==> src/include/xcom_defines.svh <==
// Build-time constants for the command link receive side.
// Included by the package and by any module that sizes ports from these values.
`ifndef XCOM_DEFINES_SVH
`define XCOM_DEFINES_SVH

////////////////////
// Channel count
////////////////////
// Default number of serial receive channels
`define XCOM_NCH 2

// Channel index carried with each command
`define XCOM_CHID_BITS 4

////////////////////
// Frame layout
////////////////////
// Frame is op, destination, data, sent MSB first
`define XCOM_OP_BITS 4
`define XCOM_ID_BITS 4
`define XCOM_DATA_BITS 32
`define XCOM_FRAME_BITS 40

////////////////////
// Link timing
////////////////////
// Flops on each incoming wire before edge detection
`define XCOM_SYNC_STAGES 2

// Idle i_clk cycles before a partial frame is thrown away
`define XCOM_LINK_TIMEOUT 64

`endif
==> src/verilog/xcom_pkg.sv <==
// Shared types for the command link receive side.
// Import inside module bodies; use scoped names in port lists.
`include "xcom_defines.svh"

package xcom_pkg;

   ////////////////////
   // Opcodes
   ////////////////////
   // Values 6 and up are illegal
   typedef enum logic [`XCOM_OP_BITS-1:0] {
      OP_NOP      = 4'd0,
      OP_LOAD     = 4'd1,
      OP_ADD      = 4'd2,
      OP_FLAG_SET = 4'd3,
      OP_FLAG_CLR = 4'd4,
      OP_SYNC     = 4'd5
   } op_t;

   ////////////////////
   // FSM states
   ////////////////////
   // 5 bits wide so it can drive the debug port as is
   typedef enum logic [4:0] {
      LNK_IDLE  = 5'd0,
      LNK_SHIFT = 5'd1,
      LNK_CHECK = 5'd2,
      LNK_HOLD  = 5'd3
   } link_state_t;

   typedef enum logic [1:0] {
      ARB_IDLE = 2'd0,
      ARB_REQ  = 2'd1,
      ARB_ACK  = 2'd2
   } arb_state_t;

   ////////////////////
   // Payload structs
   ////////////////////
   // Link receiver to arbiter, destination already filtered
   typedef struct packed {
      op_t                        op;
      logic [`XCOM_DATA_BITS-1:0] data;
   } xcom_frame_t;

   // Arbiter to executor, tagged with the receiving channel
   typedef struct packed {
      op_t                        op;
      logic [`XCOM_DATA_BITS-1:0] data;
      logic [`XCOM_CHID_BITS-1:0] chid;
   } xcom_cmd_t;

endpackage

==> src/verilog/xcom_rx_top.sv <==
`timescale 1ns/1ps
// Top of the receive side: serial channels in, executed command state out.
`include "xcom_defines.svh"

module xcom_rx_top #(
   parameter int NCH = `XCOM_NCH
)(
   input  logic                       i_clk      ,
   input  logic                       i_rstn     ,
   input  logic [`XCOM_ID_BITS-1:0]   i_id       ,
   // Serial wires
   input  logic [NCH-1:0]             i_xcom_data,
   input  logic [NCH-1:0]             i_xcom_clk ,
   // Executor state
   output logic [`XCOM_DATA_BITS-1:0] o_reg      ,
   output logic [7:0]                 o_flags    ,
   output logic                       o_sync     ,
   output logic [15:0]                o_cmd_cnt  ,
   output logic [7:0]                 o_err_cnt  ,
   output logic [`XCOM_CHID_BITS-1:0] o_last_chid,
   // Link FSM states
   output logic [NCH-1:0][4:0]        o_dbg_state
);
   import xcom_pkg::*;

   // Arbiter to executor
   logic      s_valid;
   xcom_cmd_t s_cmd;

   rx_cmd #(
      .NCH ( NCH )
   ) u_rx_cmd (
      .i_clk       ( i_clk       ),
      .i_rstn      ( i_rstn      ),
      .i_id        ( i_id        ),
      .i_xcom_data ( i_xcom_data ),
      .i_xcom_clk  ( i_xcom_clk  ),
      .o_valid     ( s_valid     ),
      .o_cmd       ( s_cmd       ),
      .o_dbg_state ( o_dbg_state )
   );

   xcom_cmd_exec u_cmd_exec (
      .i_clk       ( i_clk       ),
      .i_rstn      ( i_rstn      ),
      .i_valid     ( s_valid     ),
      .i_cmd       ( s_cmd       ),
      .o_reg       ( o_reg       ),
      .o_flags     ( o_flags     ),
      .o_sync      ( o_sync      ),
      .o_cmd_cnt   ( o_cmd_cnt   ),
      .o_err_cnt   ( o_err_cnt   ),
      .o_last_chid ( o_last_chid )
   );

endmodule

==> src/verilog/xcom_cmd_exec.sv <==
`timescale 1ns/1ps
// Command executor: applies each valid command to a register, flags and a sync pulse.
// Counts legal and illegal commands; accepts a command on every cycle o_valid is high.
`include "xcom_defines.svh"

module xcom_cmd_exec (
   input  logic                       i_clk      ,
   input  logic                       i_rstn     ,
   // Command in, no back-pressure
   input  logic                       i_valid    ,
   input  xcom_pkg::xcom_cmd_t        i_cmd      ,
   // Results
   output logic [`XCOM_DATA_BITS-1:0] o_reg      ,
   output logic [7:0]                 o_flags    ,
   output logic                       o_sync     ,
   output logic [15:0]                o_cmd_cnt  ,
   output logic [7:0]                 o_err_cnt  ,
   output logic [`XCOM_CHID_BITS-1:0] o_last_chid
);
   import xcom_pkg::*;

   logic s_legal;

   ////////////////////
   // Opcode check
   ////////////////////
   always_comb begin
      case (i_cmd.op)
         OP_NOP, OP_LOAD, OP_ADD, OP_FLAG_SET, OP_FLAG_CLR, OP_SYNC: s_legal = 1'b1;
         default:                                                    s_legal = 1'b0;
      endcase
   end

   ////////////////////
   // Execute
   ////////////////////
   always_ff @(posedge i_clk) begin
      if (!i_rstn) begin
         o_reg       <= '0;
         o_flags     <= '0;
         o_sync      <= 1'b0;
         o_cmd_cnt   <= '0;
         o_err_cnt   <= '0;
         o_last_chid <= '0;
      end else begin
         // Sync is a single-cycle pulse
         o_sync <= 1'b0;
         if (i_valid && s_legal) begin
            o_cmd_cnt   <= o_cmd_cnt + 1'b1;
            o_last_chid <= i_cmd.chid;
            case (i_cmd.op)
               OP_LOAD:     o_reg   <= i_cmd.data;
               // Wraps modulo 2^32
               OP_ADD:      o_reg   <= o_reg + i_cmd.data;
               OP_FLAG_SET: o_flags <= o_flags | i_cmd.data[7:0];
               OP_FLAG_CLR: o_flags <= o_flags & ~i_cmd.data[7:0];
               OP_SYNC:     o_sync  <= 1'b1;
               // NOP only counts
               default:     o_sync  <= 1'b0;
            endcase
         end else if (i_valid) begin
            // Illegal opcode, nothing else moves
            o_err_cnt <= o_err_cnt + 1'b1;
         end
      end
   end

endmodule

==> src/verilog/rx_cmd.sv <==
`timescale 1ns/1ps
// Receive front end: one link receiver per channel plus a fixed-priority arbiter.
// Emits one command with a single-cycle o_valid per acknowledged frame.
`include "xcom_defines.svh"

module rx_cmd #(
   parameter int NCH = `XCOM_NCH
)(
   input  logic                     i_clk      ,
   input  logic                     i_rstn     ,
   // Local board ID
   input  logic [`XCOM_ID_BITS-1:0] i_id       ,
   // Serial wires, one pair per channel
   input  logic [NCH-1:0]           i_xcom_data,
   input  logic [NCH-1:0]           i_xcom_clk ,
   // Command out
   output logic                     o_valid    ,
   output xcom_pkg::xcom_cmd_t      o_cmd      ,
   // Per-channel FSM state
   output logic [NCH-1:0][4:0]      o_dbg_state
);
   import xcom_pkg::*;

   localparam int CHW = `XCOM_CHID_BITS;

   logic [NCH-1:0] s_req;
   logic [NCH-1:0] s_ack;
   xcom_frame_t    s_frame [NCH];
   xcom_frame_t    s_sel_frame;
   logic           s_any_req;
   logic [CHW-1:0] s_win_ch;
   logic           s_grant;
   logic [CHW-1:0] chid_r;
   logic           ack_r;
   arb_state_t     state_r;
   arb_state_t     state_n;

   ////////////////////
   // Link receivers
   ////////////////////
   for (genvar k = 0; k < NCH; k++) begin : g_rx
      xcom_link_rx u_link_rx (
         .i_clk       ( i_clk          ),
         .i_rstn      ( i_rstn         ),
         .i_id        ( i_id           ),
         .i_xcom_data ( i_xcom_data[k] ),
         .i_xcom_clk  ( i_xcom_clk[k]  ),
         .i_ack       ( s_ack[k]       ),
         .o_req       ( s_req[k]       ),
         .o_frame     ( s_frame[k]     ),
         .o_dbg_state ( o_dbg_state[k] )
      );

      // Ack only reaches the latched channel
      assign s_ack[k] = ack_r && (chid_r == CHW'(k));
   end

   ////////////////////
   // Priority encoder
   ////////////////////
   assign s_any_req = |s_req;

   // Walk down so the lowest index wins
   always_comb begin
      s_win_ch = '0;
      for (int i = NCH - 1; i >= 0; i--) begin
         if (s_req[i]) s_win_ch = CHW'(i);
      end
   end

   ////////////////////
   // Arbiter FSM
   ////////////////////
   // IDLE grants, REQ covers the ack cycle, ACK lets the request drop
   always_comb begin
      state_n = state_r;
      s_grant = 1'b0;
      case (state_r)
         ARB_IDLE: begin
            if (s_any_req) begin
               s_grant = 1'b1;
               state_n = ARB_REQ;
            end
         end
         ARB_REQ: begin
            if (ack_r) state_n = ARB_ACK;
         end
         ARB_ACK: begin
            if (!ack_r) state_n = ARB_IDLE;
         end
         default: state_n = ARB_IDLE;
      endcase
   end

   always_ff @(posedge i_clk) begin
      if (!i_rstn) begin
         state_r <= ARB_IDLE;
         ack_r   <= 1'b0;
         chid_r  <= '0;
      end else begin
         state_r <= state_n;
         // One-cycle ack pulse per grant
         ack_r   <= s_grant;
         if (s_grant) chid_r <= s_win_ch;
      end
   end

   ////////////////////
   // Command output
   ////////////////////
   // Mux the latched channel's frame
   always_comb begin
      s_sel_frame = s_frame[0];
      for (int i = 1; i < NCH; i++) begin
         if (chid_r == CHW'(i)) s_sel_frame = s_frame[i];
      end
   end

   assign o_cmd.op   = s_sel_frame.op;
   assign o_cmd.data = s_sel_frame.data;
   assign o_cmd.chid = chid_r;
   // Valid is the ack itself, frame still held that cycle
   assign o_valid    = ack_r;

endmodule

==> src/verilog/xcom_link_rx.sv <==
`timescale 1ns/1ps
// Receiver for one serial channel: data plus toggling strobe in, one held frame out.
// Raises o_req for a frame addressed here or broadcast, holds it until i_ack.
`include "xcom_defines.svh"

module xcom_link_rx (
   input  logic                     i_clk      ,
   input  logic                     i_rstn     ,
   // Local board ID
   input  logic [`XCOM_ID_BITS-1:0] i_id       ,
   // Serial wires, asynchronous to i_clk
   input  logic                     i_xcom_data,
   input  logic                     i_xcom_clk ,
   // Request / acknowledge with the arbiter
   input  logic                     i_ack      ,
   output logic                     o_req      ,
   output xcom_pkg::xcom_frame_t    o_frame    ,
   // Debug
   output xcom_pkg::link_state_t    o_dbg_state
);
   import xcom_pkg::*;

   localparam int SYNC_N  = `XCOM_SYNC_STAGES;
   localparam int FRAME_N = `XCOM_FRAME_BITS;
   localparam int CNT_W   = $clog2(FRAME_N + 1);
   localparam int TMO_W   = $clog2(`XCOM_LINK_TIMEOUT + 1);
   // Top bit of the destination field
   localparam int ID_MSB  = FRAME_N - `XCOM_OP_BITS - 1;

   logic [SYNC_N-1:0]        data_sync_r;
   logic [SYNC_N-1:0]        clk_sync_r;
   logic                     clk_prev_r;
   logic                     s_bit;
   logic                     s_toggle;
   logic                     s_shift_en;
   logic                     s_last_bit;
   logic                     s_timeout;
   logic [`XCOM_ID_BITS-1:0] s_dest;
   logic                     s_accept;
   link_state_t              state_r;
   link_state_t              state_n;
   logic [FRAME_N-1:0]       shift_r;
   logic [CNT_W-1:0]         bit_cnt_r;
   logic [TMO_W-1:0]         idle_cnt_r;

   ////////////////////
   // Input synchronizer
   ////////////////////
   // Strobe chain is reset so no false toggle shows up after reset
   always_ff @(posedge i_clk) begin
      if (!i_rstn) begin
         clk_sync_r <= '0;
         clk_prev_r <= 1'b0;
      end else begin
         clk_sync_r <= {clk_sync_r[SYNC_N-2:0], i_xcom_clk};
         clk_prev_r <= clk_sync_r[SYNC_N-1];
      end
   end

   // Data goes through the same depth, stays aligned with the strobe
   always_ff @(posedge i_clk) begin
      data_sync_r <= {data_sync_r[SYNC_N-2:0], i_xcom_data};
   end

   // Either strobe edge carries a bit
   assign s_toggle = clk_sync_r[SYNC_N-1] ^ clk_prev_r;
   assign s_bit    = data_sync_r[SYNC_N-1];

   ////////////////////
   // Frame decode
   ////////////////////
   // Toggles are ignored while checking or holding a frame
   assign s_shift_en = s_toggle && (state_r == LNK_IDLE || state_r == LNK_SHIFT);
   assign s_last_bit = (bit_cnt_r == CNT_W'(FRAME_N - 1));
   assign s_timeout  = (idle_cnt_r == TMO_W'(`XCOM_LINK_TIMEOUT - 1));
   assign s_dest     = shift_r[ID_MSB -: `XCOM_ID_BITS];
   // ID 0 is broadcast
   assign s_accept   = (s_dest == i_id) || (s_dest == '0);

   ////////////////////
   // Link FSM
   ////////////////////
   always_comb begin
      state_n = state_r;
      case (state_r)
         LNK_IDLE: begin
            // First bit of a new frame
            if (s_toggle) state_n = LNK_SHIFT;
         end
         LNK_SHIFT: begin
            if (s_toggle && s_last_bit) state_n = LNK_CHECK;
            // Strobe stalled mid-frame, drop it
            else if (!s_toggle && s_timeout) state_n = LNK_IDLE;
         end
         LNK_CHECK: begin
            state_n = s_accept ? LNK_HOLD : LNK_IDLE;
         end
         LNK_HOLD: begin
            if (i_ack) state_n = LNK_IDLE;
         end
         default: state_n = LNK_IDLE;
      endcase
   end

   always_ff @(posedge i_clk) begin
      if (!i_rstn) begin
         state_r    <= LNK_IDLE;
         bit_cnt_r  <= '0;
         idle_cnt_r <= '0;
      end else begin
         state_r <= state_n;
         // Bit count restarts whenever we fall back to idle
         if (state_n == LNK_IDLE) bit_cnt_r <= '0;
         else if (s_shift_en)     bit_cnt_r <= bit_cnt_r + 1'b1;
         // Cycles since the last toggle, only counted mid-frame
         if (state_r != LNK_SHIFT || s_toggle) idle_cnt_r <= '0;
         else                                  idle_cnt_r <= idle_cnt_r + 1'b1;
      end
   end

   // MSB first, so shift in at the bottom
   always_ff @(posedge i_clk) begin
      if (s_shift_en) shift_r <= {shift_r[FRAME_N-2:0], s_bit};
   end

   ////////////////////
   // Outputs
   ////////////////////
   // Shift register is frozen in HOLD, so the frame stays stable
   assign o_req         = (state_r == LNK_HOLD);
   assign o_frame.op    = op_t'(shift_r[FRAME_N-1 -: `XCOM_OP_BITS]);
   assign o_frame.data  = shift_r[`XCOM_DATA_BITS-1:0];
   assign o_dbg_state   = state_r;

endmodule

==> config.mk <==
export PLATFORM = sky130hd
export DESIGN_NAME = xcom_rx_top
export DESIGN_NICKNAME = d
export VERILOG_FILES = /design/src/verilog/xcom_pkg.sv /design/src/verilog/xcom_rx_top.sv /design/src/verilog/xcom_cmd_exec.sv /design/src/verilog/rx_cmd.sv /design/src/verilog/xcom_link_rx.sv
export VERILOG_INCLUDE_DIRS = /design/src /design/src/include
export SDC_FILE = /design/constraint.sdc
export NUM_CORES = 1
export LEC_CHECK = 0
export ABC_AREA = 1
export BUFFER_PORTS_ARGS = -buffer_cell sky130_fd_sc_hd__clkbuf_2
export CAP_MARGIN = 10
export CORE_ASPECT_RATIO = 0.7
export CORE_MARGIN = 3
export CORE_UTILIZATION = 50
export DETAILED_ROUTE_END_ITERATION = 10
export GPL_TIMING_DRIVEN = 0
export HOLD_SLACK_MARGIN = 0.15
export MAX_ROUTING_LAYER = met4
export PLACE_DENSITY = 0.69
export SKIP_CTS_REPAIR_TIMING = 1
export SLEW_MARGIN = 10
export SYNTH_ARGS = -nofsm -noshare
export SYNTH_HDL_FRONTEND = slang
export SYNTH_SLANG_ARGS = --single-unit
==> constraint.sdc <==
create_clock -name i_clk -period 6.1 [get_ports i_clk]
set_clock_uncertainty 0.05 [all_clocks]
set_input_delay 1.22 -clock i_clk [delete_from_list [all_inputs] [get_ports i_clk]]
set_output_delay 1.22 -clock i_clk [all_outputs]
set_load 0.01 [all_outputs]
==> impl_metrics.env <==
export IMPL_numPlacedInstances=1735
export IMPL_crit_path_frequent_cell="nand2_1"
export IMPL_dpl_worst_slack_ns=2.87
export IMPL_setup_slack_ns=2.74
export IMPL_vias=8938
export IMPL_yosysSeqAreaShare=0.462
export IMPL_p_leak_nw=5.46
export IMPL_setup_viol=0
export IMPL_whs_ns=0.280
export IMPL_post_drt_wl_per_cell_um=14.8
export IMPL_worst_pin_slew_ns=0.839
export IMPL_start_kind="flop"
export IMPL_cp_data_arrival_time_ns=3.65
export IMPL_finalHoldViolations=0
export IMPL_finalCritPeriodShare=0.551
export IMPL_synth_area_sq_mm=0.0102
export IMPL_drive_gt1_frac=0.103
export IMPL_largest_reg_flops=80
export IMPL_nets=1532
export IMPL_reg2reg_depth=14
export IMPL_die_area_sq_mm=0.0222
export IMPL_cp_required_ns=6.40
export IMPL_syn_area_per_cell_sq_um=7.48
export IMPL_wl_met2_um=10700
export IMPL_grt_usage=0.245
export IMPL_hold_path_class="flop to flop"
export IMPL_root_buffer="clkbuf_16"
export IMPL_io_pins=89
export IMPL_drt_initial_drc_count=734
export IMPL_relSlewSlack=0.440
export IMPL_peakVddDrop_mv=0.171
export IMPL_gp_congestion=0.970
export IMPL_synth_distinct_cells=44
export IMPL_fin_util=0.583
export IMPL_wl_met3_um=1700
export IMPL_final_area_sq_mm=0.0116
export IMPL_std_cell_rows=43
export IMPL_power_per_cell_area_mw_per_mm2=217
export IMPL_clock_sinks=196
export IMPL_cts_tree="yes"
export IMPL_highest_layer="met4"
export IMPL_cp_cell_sequence="inv_2 > clkbuf_1 > nand2_1 > nand2_1 > ha_1 > fa_1 > nand3_1 > nand3_1 > nand2_1 > nand2_1 > a21oi_1 > xnor2_1 > nand2_1 > a21oi_1"
export IMPL_grt_overflow_total=0
export IMPL_cp_end_kind="flop"
export IMPL_synthCells=1367
export IMPL_ys_ff_latch=196
export IMPL_power_mw=2.52
export IMPL_die_w_um=177
export IMPL_clockBufferDepth=2
export IMPL_fmax_ghz=0.298
export IMPL_crit_slowest_cell="dfxtp_1"
export IMPL_slowest_delay_ns=0.51
export IMPL_diodes=0
export IMPL_syn_to_final_growth_pct=13.9
export IMPL_clk_insertion_delay_late_ns=0.44
export IMPL_place_area_sq_mm=0.0111
export IMPL_firstDrtPassIters=5
export IMPL_r2r_slack_ns=2.74
export IMPL_crit_end="u_cmd_exec.o_reg[16]$_SDFFE_PN0P_"
export IMPL_grt_start_max_net_pins=32
export IMPL_antenna_left=0
export IMPL_crit_path_start="u_rx_cmd.chid_r[0]$_SDFFE_PN0P_"
export IMPL_stdcell_count=1767
export IMPL_tns_ns=0
export IMPL_outcome="finished clean"
export IMPL_coreArea_sq_mm=0.0200
export IMPL_rsz0062_at_grt="no"
export IMPL_initial_core_util=0.512
export IMPL_die_y_um=126
export IMPL_path_class="flop to flop"
export IMPL_htree_levels=4
export IMPL_hpwl_um=20000
export IMPL_via_per_inst=5.06
export IMPL_fin_crit_ns=3.36
export IMPL_grt_pass1_vias=7949
export IMPL_io_buffers=85
export IMPL_path_clk_slew_ns=0.08
export IMPL_r2r_end="u_cmd_exec.o_reg[16]$_SDFFE_PN0P_"
export IMPL_yosysWarningCount=0
export IMPL_drt_wl_total_um=26100
export IMPL_slew_violations=0
export IMPL_r2r_start="u_rx_cmd.chid_r[0]$_SDFFE_PN0P_"
export IMPL_drc=0
export IMPL_cp_max_fo=10
export IMPL_drv_cap=0
export IMPL_antenna_found_initial=0
export IMPL_cts_inserted_buffers=17
export IMPL_drt_met1_wl_um=13400
export IMPL_grt_pass1_wl_um=41700
[worst max-delay path, delay by kind of cell (launching register included)]
kind / cells / cell delay [ns]
adders and majority gates: 2 / 0.79
DFF: 1 / 0.51
AOI/OAI and AO/OA: 2 / 0.45
and+or+nand+nor: 7 / 0.85
xor gates and xnor gates: 1 / 0.16
buffers and inverters: 2 / 0.47
[logic make-up after synthesis]
kind of cell,share of synthesized area
flops,0.462
buf+inv,0.0912
other cells,0.000367
mux,0.000979
xor+xnor,0.0334
compound gates,0.0824
fa+ha+maj,0.0473
simple gates,0.282
[worst min path at each step]
stage | startpoint | to | slack [ns] | cells after the start
2_1_floorplan | u_rx_cmd.g_rx[0].u_link_rx.data_sync_r[0]$_DFF_P_ | u_rx_cmd.g_rx[0].u_link_rx.data_sync_r[1]$_DFF_P_ | 0.26 | 0
3_3_place_gp | u_rx_cmd.g_rx[0].u_link_rx.data_sync_r[0]$_DFF_P_ | u_rx_cmd.g_rx[0].u_link_rx.data_sync_r[1]$_DFF_P_ | 0.26 | 0
3_5_place_dp | u_rx_cmd.g_rx[1].u_link_rx.data_sync_r[0]$_DFF_P_ | u_rx_cmd.g_rx[1].u_link_rx.data_sync_r[1]$_DFF_P_ | 0.26 | 0
4_1_cts | u_rx_cmd.g_rx[1].u_link_rx.data_sync_r[0]$_DFF_P_ | u_rx_cmd.g_rx[1].u_link_rx.data_sync_r[1]$_DFF_P_ | 0.28 | 0
5_1_grt | u_rx_cmd.g_rx[1].u_link_rx.data_sync_r[0]$_DFF_P_ | u_rx_cmd.g_rx[1].u_link_rx.data_sync_r[1]$_DFF_P_ | 0.29 | 0
6_report | u_rx_cmd.g_rx[1].u_link_rx.data_sync_r[0]$_DFF_P_ | u_rx_cmd.g_rx[1].u_link_rx.data_sync_r[1]$_DFF_P_ | 0.28 | 0
[synthesized netlist by cell type (all sizes together)]
master | count | area [sq um]
nand2 | 463 | 1750
inv | 208 | 781
dfxtp | 116 | 2320
and3 | 1 | 6.26
ha | 37 | 463
o21bai | 4 | 30.0
nand3 | 83 | 415
clkinv | 1 | 3.75
a211oi | 3 | 22.5
o41ai | 2 | 17.5
conb | 1 | 3.75
clkbuf | 14 | 52.6
xor2 | 22 | 193
nor2 | 101 | 399
edfxtp | 80 | 2400
o21ai | 56 | 288
a31oi | 19 | 119
nor3 | 21 | 128
nor3b | 2 | 15.0
o21ba | 1 | 10.0
nor4 | 5 | 31.3
nand3b | 2 | 15.0
xnor2 | 17 | 149
o211ai | 1 | 7.51
and2 | 2 | 12.5
buf | 16 | 95.1
fa | 1 | 20.0
or2 | 4 | 25.0
a21o | 1 | 7.51
nand4 | 14 | 87.6
mux2i | 1 | 10.0
a21oi | 68 | 340
[metal layers]
metal | vias to the layer above | global-route usage
met3 | 22 | 0.0485
met4 | 0 | 0.0563
met2 | 247 | 0.337
met1 | 4081 | 0.371
met5 | - | -
li1 | 4588 | -
[layout make-up]
type                            instances  area (sq um)
Fill cell                            1856          8320
Clock buffer                           19           443
Tap cell                              270           338
Inverter                              209           785
Buffer                                 30           148
Clock inverter                         13           129
Timing Repair Buffer                   90           475
Multi-Input combinational cell        940          4600
Sequential cell                       196          4720
[layout by cell type (no fill, tap or decap), types with 6 or more instances in the layout]
| cell type | count |
|---|---|
| nand2_1 | 461 |
| inv_1 | 204 |
| dfxtp_1 | 116 |
| nor2_1 | 97 |
| clkbuf_2 | 85 |
| nand3_1 | 83 |
| edfxtp_1 | 80 |
| a21oi_1 | 68 |
| o21ai_0 | 48 |
| ha_1 | 37 |
| xor2_1 | 22 |
| a31oi_1 | 19 |
| nor3_1 | 18 |
| xnor2_1 | 17 |
| clkbuf_16 | 17 |
| clkbuf_1 | 15 |
| nand4_1 | 14 |
| buf_2 | 10 |
| conb_1 | 9 |
| buf_4 | 8 |
| o21ai_1 | 6 |
[power breakdown]
part / total, mW / switching, mW / internal, mW
logic: 0.0530 / 0.0370 / 0.0160
clock network: 1.10 / 0.543 / 0.559
registers: 1.37 / 0.00514 / 1.36
total: 2.52 / 0.585 / 1.94
No activity file was read; power rests on OpenSTA's default activity.
